**config.mk**
```make
export PLATFORM = sky130hd
export DESIGN_NAME = rv32i_multicycle_core
export DESIGN_NICKNAME = d
export VERILOG_FILES = /design/src/rv32i_pkg.sv /design/src/rv32i_alu.sv /design/src/register_file.sv /design/src/immediate_extender.sv /design/src/instruction_decoder.sv /design/src/core_controller.sv /design/src/rv32i_multicycle_core.sv
export SDC_FILE = /design/constraint.sdc
export NUM_CORES = 2
export LEC_CHECK = 0
export BUFFER_PORTS_ARGS = -buffer_cell sky130_fd_sc_hd__clkbuf_2
export CORE_UTILIZATION = 58
export DETAILED_ROUTE_END_ITERATION = 10
export PLACE_DENSITY = 0.77
export SYNTH_ARGS = -nofsm -noshare
export SYNTH_HDL_FRONTEND = slang
export SYNTH_SLANG_ARGS = --single-unit
export TNS_END_PERCENT = 5
```
**constraint.sdc**
```tcl
create_clock -name clk -period 11.6 [get_ports clk]
set_clock_uncertainty 0.1 [all_clocks]
set_input_delay 1.16 -clock clk [delete_from_list [all_inputs] [get_ports clk]]
set_output_delay 1.16 -clock clk [all_outputs]
set_load 0.02 [all_outputs]
```
**src/rv32i_pkg.sv**
```systemverilog
`default_nettype none

package rv32i_pkg;

  localparam int xlen       = 32;
  localparam int reg_addr_w = 5;

  localparam logic [xlen-1:0] pc_start = 32'h0000_0000;
  localparam logic [xlen-1:0] pc_step  = 32'd4;

  // encodings of the one-bit selects in ctrl_t
  localparam logic sel_pc_step     = 1'b0;
  localparam logic sel_pc_target   = 1'b1;
  localparam logic sel_addr_pc     = 1'b0;
  localparam logic sel_addr_result = 1'b1;

  typedef logic [xlen-1:0]       word_t;
  typedef logic [reg_addr_w-1:0] reg_idx_t;

  typedef enum logic [6:0] {
    opc_op     = 7'b0110011,
    opc_op_imm = 7'b0010011,
    opc_load   = 7'b0000011,
    opc_store  = 7'b0100011,
    opc_branch = 7'b1100011,
    opc_jal    = 7'b1101111
  } opcode_e;

  typedef enum logic [2:0] {
    cls_alu_reg, cls_alu_imm, cls_ld, cls_st, cls_br, cls_jmp, cls_illegal
  } instr_class_e;

  typedef enum logic [3:0] {
    alu_add, alu_sub, alu_sll, alu_slt, alu_sltu,
    alu_xor, alu_srl, alu_sra, alu_or, alu_and
  } alu_op_e;

  typedef enum logic [1:0] {imm_i, imm_s, imm_b, imm_j} imm_fmt_e;

  typedef enum logic [2:0] {
    s_fetch, s_decode, s_execute, s_memory, s_writeback
  } ctrl_state_e;

  typedef enum logic [1:0] {wb_alu, wb_mem, wb_link} wb_sel_e;

  typedef struct packed {
    instr_class_e cls;
    alu_op_e      alu_op;
    imm_fmt_e     imm_fmt;
    reg_idx_t     rd;
    reg_idx_t     rs1;
    reg_idx_t     rs2;
    logic         bne;          // branch when operands differ
  } decode_t;

  typedef struct packed {
    logic    instr_load;        // capture instruction word
    logic    operand_load;      // capture rs1, rs2 / immediate
    logic    result_load;       // capture alu result
    logic    reg_write;
    wb_sel_e wb_sel;
    logic    pc_load;
    logic    pc_sel;            // step or target
    logic    mem_addr_sel;      // pc or result
    logic    mem_write;
  } ctrl_t;

endpackage

`default_nettype wire

```
**src/rv32i_alu.sv**
```systemverilog
`timescale 1ns/1ns
`default_nettype none

module rv32i_alu import rv32i_pkg::*; (
  input  wire word_t   a,
  input  wire word_t   b,
  input  wire alu_op_e op,
  output word_t        result,
  output logic         zero
);

  logic [4:0] shamt;

  assign shamt = b[4:0];             // rv32 shifts use 5 bits only

  always_comb begin
    case (op)
      alu_add:  result = a + b;
      alu_sub:  result = a - b;
      alu_sll:  result = a << shamt;
      alu_srl:  result = a >> shamt;
      alu_sra:  result = word_t'($signed(a) >>> shamt);
      alu_slt:  result = {{(xlen-1){1'b0}}, $signed(a) < $signed(b)};
      alu_sltu: result = {{(xlen-1){1'b0}}, a < b};
      alu_xor:  result = a ^ b;
      alu_or:   result = a | b;
      alu_and:  result = a & b;
      default:  result = '0;
    endcase
  end

  // sub followed by zero gives beq / bne
  assign zero = (result == '0);

endmodule

`default_nettype wire

```
**src/register_file.sv**
```systemverilog
`timescale 1ns/1ns
`default_nettype none

module register_file import rv32i_pkg::*; (
  input  wire           clk,
  input  wire reg_idx_t rd_addr0,
  input  wire reg_idx_t rd_addr1,
  output word_t         rd_data0,
  output word_t         rd_data1,
  input  wire           wr_en,
  input  wire reg_idx_t wr_addr,
  input  wire word_t    wr_data
);

  word_t regs [2**reg_addr_w];

  always_ff @(posedge clk) begin
    if (wr_en && wr_addr != '0) begin   // x0 is hardwired
      regs[wr_addr] <= wr_data;
    end
  end

  assign rd_data0 = (rd_addr0 == '0) ? '0 : regs[rd_addr0];
  assign rd_data1 = (rd_addr1 == '0) ? '0 : regs[rd_addr1];

  // a write aimed at x0 must not become visible on the next read
  x0_stays_zero: assert property (@(posedge clk)
    (wr_en && wr_addr == '0) ##1 (rd_addr0 == '0) |-> (rd_data0 == '0))
    else $error("x0 read back nonzero after write");

endmodule

`default_nettype wire

```
**src/immediate_extender.sv**
```systemverilog
`timescale 1ns/1ns
`default_nettype none

module immediate_extender import rv32i_pkg::*; (
  input  wire word_t    instr,
  input  wire imm_fmt_e fmt,
  output word_t         imm
);

  logic sign;

  assign sign = instr[31];           // sign bit sits at 31 in every format

  always_comb begin
    case (fmt)
      imm_s: begin
        imm = {{20{sign}}, instr[31:25], instr[11:7]};
      end
      imm_b: begin
        imm = {{19{sign}}, instr[31], instr[7], instr[30:25], instr[11:8], 1'b0};
      end
      imm_j: begin
        imm = {{11{sign}}, instr[31], instr[19:12], instr[20], instr[30:21], 1'b0};
      end
      default: begin                 // i format
        imm = {{20{sign}}, instr[31:20]};
      end
    endcase
  end

endmodule

`default_nettype wire

```
**src/instruction_decoder.sv**
```systemverilog
`timescale 1ns/1ns
`default_nettype none

module instruction_decoder import rv32i_pkg::*; (
  input  wire word_t instr,
  output decode_t    dec
);

  opcode_e    opcode;
  logic [2:0] funct3;
  logic [6:0] funct7;

  assign opcode = opcode_e'(instr[6:0]);
  assign funct3 = instr[14:12];
  assign funct7 = instr[31:25];

  function automatic alu_op_e alu_fn(input logic [2:0] f3, input logic alt);
    case (f3)
      3'b000:  alu_fn = alt ? alu_sub : alu_add;
      3'b001:  alu_fn = alu_sll;
      3'b010:  alu_fn = alu_slt;
      3'b011:  alu_fn = alu_sltu;
      3'b100:  alu_fn = alu_xor;
      3'b101:  alu_fn = alt ? alu_sra : alu_srl;
      3'b110:  alu_fn = alu_or;
      default: alu_fn = alu_and;
    endcase
  endfunction

  always_comb begin
    dec.cls     = cls_illegal;
    dec.alu_op  = alu_add;
    dec.imm_fmt = imm_i;
    dec.rd      = instr[11:7];
    dec.rs1     = instr[19:15];
    dec.rs2     = instr[24:20];
    dec.bne     = funct3[0];
    case (opcode)
      opc_op: begin
        // funct7 bit 5 only legal for sub and sra
        if (funct7 == 7'b0000000 ||
            (funct7 == 7'b0100000 && (funct3 == 3'b000 || funct3 == 3'b101))) begin
          dec.cls    = cls_alu_reg;
          dec.alu_op = alu_fn(funct3, funct7[5]);
        end
      end
      opc_op_imm: begin
        if (funct3 == 3'b001) begin
          if (funct7 == 7'b0000000) dec.cls = cls_alu_imm;
        end else if (funct3 == 3'b101) begin
          if (funct7 == 7'b0000000 || funct7 == 7'b0100000) dec.cls = cls_alu_imm;
        end else begin
          dec.cls = cls_alu_imm;
        end
        dec.alu_op = alu_fn(funct3, funct3 == 3'b101 && funct7[5]); // addi has no sub form
      end
      opc_load: begin
        if (funct3 == 3'b010) dec.cls = cls_ld;         // lw only
      end
      opc_store: begin
        if (funct3 == 3'b010) dec.cls = cls_st;         // sw only
        dec.imm_fmt = imm_s;
      end
      opc_branch: begin
        if (funct3[2:1] == 2'b00) dec.cls = cls_br;     // beq, bne
        dec.alu_op  = alu_sub;
        dec.imm_fmt = imm_b;
      end
      opc_jal: begin
        dec.cls     = cls_jmp;
        dec.imm_fmt = imm_j;
      end
      default: ;                     // stays illegal, skipped as nop
    endcase
  end

endmodule

`default_nettype wire

```
**src/core_controller.sv**
```systemverilog
`timescale 1ns/1ns
`default_nettype none

module core_controller import rv32i_pkg::*; (
  input  wire          clk,
  input  wire          rst,
  input  wire          ena,
  input  wire decode_t dec,
  input  wire          alu_zero,
  output ctrl_t        ctrl
);

  ctrl_state_e state;
  ctrl_state_e state_next;
  logic        take_target;

  // beq taken on zero, bne taken on nonzero; jal always jumps
  assign take_target = (dec.cls == cls_jmp) ||
                       (dec.cls == cls_br && (alu_zero ^ dec.bne));

  always_ff @(posedge clk) begin
    if (rst) begin
      state <= s_fetch;
    end else if (ena) begin
      state <= state_next;
    end
  end

  always_comb begin
    state_next = state;
    case (state)
      s_fetch:  state_next = s_decode;
      s_decode: state_next = s_execute;
      s_execute: begin
        case (dec.cls)
          cls_alu_reg, cls_alu_imm: state_next = s_writeback;
          cls_ld, cls_st:           state_next = s_memory;
          default:                  state_next = s_fetch;   // br, jmp, illegal end here
        endcase
      end
      s_memory: begin
        state_next = (dec.cls == cls_ld) ? s_writeback : s_fetch;
      end
      s_writeback: state_next = s_fetch;
      default:     state_next = s_fetch;
    endcase
  end

  always_comb begin
    ctrl              = '0;
    ctrl.wb_sel       = wb_alu;
    ctrl.pc_sel       = sel_pc_step;
    ctrl.mem_addr_sel = sel_addr_pc;  // memory keeps rereading the pc word
    case (state)
      s_decode: begin
        ctrl.instr_load   = 1'b1;
        ctrl.operand_load = 1'b1;
      end
      s_execute: begin
        ctrl.result_load = 1'b1;
        ctrl.pc_load     = 1'b1;     // every class advances the pc here
        if (take_target) begin
          ctrl.pc_sel = sel_pc_target;
        end
        if (dec.cls == cls_jmp) begin
          ctrl.reg_write = 1'b1;
          ctrl.wb_sel    = wb_link;
        end
      end
      s_memory: begin
        ctrl.mem_addr_sel = sel_addr_result;
        ctrl.mem_write    = (dec.cls == cls_st);
      end
      s_writeback: begin
        ctrl.reg_write = 1'b1;
        ctrl.wb_sel    = (dec.cls == cls_ld) ? wb_mem : wb_alu;
      end
      default: ;
    endcase

    // freeze: strobes drop, selects hold so mem_addr stays put
    ctrl.instr_load   = ctrl.instr_load & ena;
    ctrl.operand_load = ctrl.operand_load & ena;
    ctrl.result_load  = ctrl.result_load & ena;
    ctrl.reg_write    = ctrl.reg_write & ena;
    ctrl.pc_load      = ctrl.pc_load & ena;
    ctrl.mem_write    = ctrl.mem_write & ena;
  end

  // stores only from the memory step of an sw
  store_in_memory_only: assert property (@(posedge clk) disable iff (rst)
    ctrl.mem_write |-> (state == s_memory && dec.cls == cls_st))
    else $error("mem_write outside store memory step");

  // memory and writeback last exactly one enabled cycle
  no_linger: assert property (@(posedge clk) disable iff (rst)
    (ena && (state == s_memory || state == s_writeback)) |=> (state != $past(state)))
    else $error("state held in memory or writeback");

endmodule

`default_nettype wire

```
**src/rv32i_multicycle_core.sv**
```systemverilog
`timescale 1ns/1ns
`default_nettype none

module rv32i_multicycle_core import rv32i_pkg::*; (
  input  wire        clk,
  input  wire        rst,
  input  wire        ena,
  output word_t      mem_addr,
  input  wire word_t mem_rd_data,
  output word_t      mem_wr_data,
  output logic       mem_wr_en,
  output word_t      pc
);

  ctrl_t   ctrl;
  decode_t dec;
  decode_t pre_dec;
  word_t   pc_q;
  word_t   ir_q;
  word_t   opa_q;
  word_t   opb_q;
  word_t   store_q;
  word_t   result_q;
  word_t   rs1_data;
  word_t   rs2_data;
  word_t   fetch_imm;
  word_t   instr_imm;
  word_t   alu_y;
  word_t   pc_plus4;
  word_t   target;
  word_t   wb_data;
  logic    alu_zero;
  logic    use_imm;

  // early decode of the word on mem_rd_data, used only while operands are captured
  instruction_decoder pre_decoder_inst (.instr(mem_rd_data), .dec(pre_dec));
  immediate_extender pre_imm_inst (
    .instr(mem_rd_data), .fmt(pre_dec.imm_fmt), .imm(fetch_imm)
  );

  instruction_decoder instruction_decoder_inst (.instr(ir_q), .dec(dec));
  immediate_extender immediate_extender_inst (
    .instr(ir_q), .fmt(dec.imm_fmt), .imm(instr_imm)
  );

  register_file register_file_inst (
    .clk      (clk),
    .rd_addr0 (pre_dec.rs1),
    .rd_addr1 (pre_dec.rs2),
    .rd_data0 (rs1_data),
    .rd_data1 (rs2_data),
    .wr_en    (ctrl.reg_write),
    .wr_addr  (dec.rd),
    .wr_data  (wb_data)
  );

  rv32i_alu rv32i_alu_inst (
    .a(opa_q), .b(opb_q), .op(dec.alu_op), .result(alu_y), .zero(alu_zero)
  );

  core_controller core_controller_inst (
    .clk(clk), .rst(rst), .ena(ena), .dec(dec), .alu_zero(alu_zero), .ctrl(ctrl)
  );

  assign use_imm  = pre_dec.cls inside {cls_alu_imm, cls_ld, cls_st};
  assign pc_plus4 = pc_q + pc_step;
  assign target   = pc_q + instr_imm;  // branch / jal target, alu stays free

  always_ff @(posedge clk) begin
    if (rst) begin
      pc_q <= pc_start;
    end else if (ctrl.pc_load) begin
      pc_q <= (ctrl.pc_sel == sel_pc_target) ? target : pc_plus4;
    end
  end

  always_ff @(posedge clk) begin
    if (ctrl.instr_load) begin
      ir_q <= mem_rd_data;
    end
    if (ctrl.operand_load) begin
      opa_q   <= rs1_data;
      opb_q   <= use_imm ? fetch_imm : rs2_data;
      store_q <= rs2_data;             // sw data
    end
    if (ctrl.result_load) begin
      result_q <= alu_y;
    end
  end

  always_comb begin
    case (ctrl.wb_sel)
      wb_mem:  wb_data = mem_rd_data;  // lw word arrives in writeback
      wb_link: wb_data = pc_plus4;
      default: wb_data = result_q;
    endcase
  end

  assign mem_addr    = (ctrl.mem_addr_sel == sel_addr_result) ? result_q : pc_q;
  assign mem_wr_data = store_q;
  assign mem_wr_en   = ctrl.mem_write;
  assign pc          = pc_q;

endmodule

`default_nettype wire

```
==> out/metrics.csv <==
stage;metric;value;unit
run_status;outcome;finished with violations;
run_status;failing checks;capacitance limit;
setup_path;worst-path fanout max;55;
sta;setup TNS;0;ps
logic_synthesis;sequential-to-total area share from yosys stat;52.9;%
global_routing;most used routing layer;met2;
power_and_ir_drop;switching pwr;2600;µW
sta;Worst-Margin Slew;1490;ps
finish;Finished Layout Cells;6346;
power_and_ir_drop;PwrDens;135;nW/µm²
place;DP HPWL;170000;µm
drt;total wire length;270000;µm
place;# placed instances;6110;
power_and_ir_drop;Static Leak;0.0253;µW
place;Final Wtd Congestion;1.11;
logic_synthesis;Main synth FF type;edfxtp_1;
sta;RSZ-0062 raised after global routing;no;
power_and_ir_drop;Pint;7570;µW
global_routing;GR Layer Usage met1;60.3;%
logic_synthesis;Synth top area share;51.9;%
logic_synthesis;Async S/R FF share, synth;0;%
global_routing;grt met3 use;13.4;%
setup_path;Critical Path Max Stage Delay;810;ps
global_routing;vias in the first global route;49072;
sta;setup ws final;3480;ps
global_routing;global route total overflow;0;
logic_synthesis;Post-synth EDFFs;1184;
logic_synthesis;Synth cell types;94;
logic_synthesis;synthesized area per cell;14.8;µm²
flow_run;number of max-cap violations;2;
drt;Vias/cell;7.93;
clock_tree;H-tree depth;4;
clock_tree;TritonCTS buffer count;131;
place;Setup WS pre-CTS;3630;ps
sta;Final Hold Viols;0;
sta;fin crit share;70.0;%
drt;WL/cell;42.6;µm
power_and_ir_drop;Max VDD drop;148;µV
drt;# DRC;0;
setup_path;R2R setup slack;3480;ps
clock_tree;CTS tree;done;
global_routing;initial antenna violation count;11;
clock_tree;post-CTS sizing;0;
setup_path;Critical Path RT;12180;ps
power_and_ir_drop;Sw Share;25.6;%
power_and_ir_drop;sequential power share;47.9;%
drt;Initial DRT Pass Iterations;6;
sta;WHS;487;ps
global_routing;first-pass GRT wire length;378000;µm
floorplanning;Die ar.;119000;µm²
floorplanning;initial core utilization;58.7;%
sta;final setup fails;0;
clock_tree;Root Driver;clkbuf_16;
power_and_ir_drop;Clk pwr share;40.2;%
drt;routed vias;50321;
sta;max-slew violations;0;
drt;antenna-violating nets left;0;
clock_tree;post-CTS setup buffer count;0;
logic_synthesis;Synth Register Bits;1219;
drt;DRT iter0 DRCs;8960;
clock_tree;clk buf depth;3;
sta;f_max;123;MHz
setup_path;Worst Setup End Kind;register;
floorplanning;die width;346;µm
clock_tree;clock sinks;1219;
sta;Rel. slew slack;0.771;%
clock_tree;clock latency on the worst-skew pair;790;ps
clock_tree;CTS clk-pin slew, worst paths;60;ps
floorplanning;die span in y;346;µm
setup_path;Startpoint Class;register;
sta;Final Critical Period;8120;ps
setup_path;critical path's slowest cell;a211oi_1;
finish;share of cells above drive strength 1;27.0;%
logic_synthesis;Mapped Cells;4644;
setup_path;CP dominant cell by count;buf_4;
logic_synthesis;Area contributors post-synth;edfxtp_1 (52%), mux4_2 (23%), ha_1 (2.4%);
worst_hold_path;worst hold path type;register to register;
global_routing;largest net degree at the start of global routing;120;
floorplanning;Core ar.;117000;µm²
floorplanning;Ports;132;
finish;Area growth syn-to-layout;10.2;%
place;port buffer count;131;
floorplanning;Rows;125;
finish;nets;4888;
clock_tree;CTS hold repair buffers;0;
global_routing;GRT Util Overall;45.4;%
logic_synthesis;cell taking the most area after synthesis;edfxtp_1;
global_routing;met2 Resource Use GR;67.4;%
setup_path;CP Class;register to register;
setup_path;CP Cell Sequence;buf_4, inv_1, buf_4, ha_1, a211oi_1, o21ai_0, a21boi_0, a211oi_1, o21ai_0, nand3_1, nand3_1, or3_1, nor4_1, nand4_1, o211a_1, nor3_4, buf_4, mux2i_1, mux2_1;
logic_synthesis;mapped cell area;68500;µm²
power_and_ir_drop;combinational share of power;11.9;%
logic_synthesis;YS warnings;0;
power_and_ir_drop;overall power;10200;µW
setup_path;CP arrival;8700;ps
## state kept, by name, indices dropped and copies added (netlist names)
register	cells
register_file_inst.regs	1024
ir_q	32
mem_wr_data	32
opa_q	32
opb_q	32
pc	32
result_q	32
core_controller_inst.state	3
## power groups by stage
stage | logic, µW | registers, µW | clock network (µW)
3_5_place_dp | 1150 | 4960 | 0
2_1_floorplan | 756 | 4960 | 0
5_1_grt | 1240 | 4870 | 4250
4_1_cts | 1170 | 4870 | 4100
3_3_place_gp | 1150 | 4960 | 0
6_report | 1210 | 4870 | 4090
## layer usage
metal  share of wire [%]  routed length [µm]
met4                 6.7               18100
met1                  34               92400
met3                  15               39400
met2                  44              120000
met5              0.0048                  13
## worst paths after layout
check | start | to | depth (start not counted)
worst min-delay path | core_controller_inst.state[2] | core_controller_inst.state[2] | 2
worst max-delay path | opb_q[1] | pc[31] | 19
worst min register to register | core_controller_inst.state[2] | core_controller_inst.state[2] | 2
worst max register to register | opb_q[1] | pc[31] | 19
## kinds of logic after synthesis
group           Yosys count  synth area share, %
flops                  1219                 52.9
fa+ha+maj               134                 2.48
xor+xnor                 58                0.742
compound gates          819                 8.06
buf+inv                 515                 2.97
simple gates           1035                 7.20
other cells               1              0.00547
mux                     863                 25.6
## synthesized netlist by cell type, drive strengths merged, types with 11 or more instances
master,count
a2111oi,11
a211oi,76
a21o,37
a21oi,182
a221oi,34
a22oi,32
a31oi,28
and2,16
and3,28
buf,126
clkbuf,247
dfxtp,35
edfxtp,1184
ha,131
inv,140
mux2,33
mux2i,121
mux4,709
nand2,325
nand2b,57
nand3,70
nand3b,15
nand4,23
nor2,278
nor2b,31
nor3,77
nor4,28
o2111ai,12
o211ai,38
o21a,20
o21ai,163
o21bai,15
o22ai,24
o31ai,20
or2,12
or3,29
or4,13
xnor2,44
xor2,14
## worst max-delay path: cells and delay by family, from the launching register on
family | cells | cell delay, ps
multiplexers | 2 | 580
AND/OR/NAND/NOR | 6 | 2440
adder cells (fa/ha/maj) | 1 | 370
flip-flops | 1 | 330
AO/OA/AOI/OAI | 6 | 2420
buffers and inverters | 4 | 1750
## layout by cell type, fill, tap and decap left out, drive strengths merged, types with 57 or more instances in the layout
cell	n
nand2b	57
ha	131
a21oi	182
nor2	278
o21ai	163
mux2i	121
mux4	709
nand2	325
nand3	70
clkbuf	295
inv	146
buf	163
nor3	77
edfxtp	1184
a211oi	76
## stage by stage
stage | cell area, µm² | utilization [%]
after floorplan | 68600 | -
after global placement | 71400 | 61.2
after detailed placement | 71400 | 61.2
after CTS | 75500 | 64.7
after global routing | 75500 | 64.7
final | 75500 | 64.7
## final cells by class
cell class | instances | area, µm²
flip-flops and latches | 1219 | 36300
clock buffers | 174 | 3500
fillers | 8034 | 41200
clock inverters | 57 | 597
well taps | 1524 | 1910
repair buffers | 284 | 1910
multi-input cells | 2941 | 30800
diodes | 5 | 12.5
inverters | 142 | 533
No activity file was read; power rests on OpenSTA's default activity.
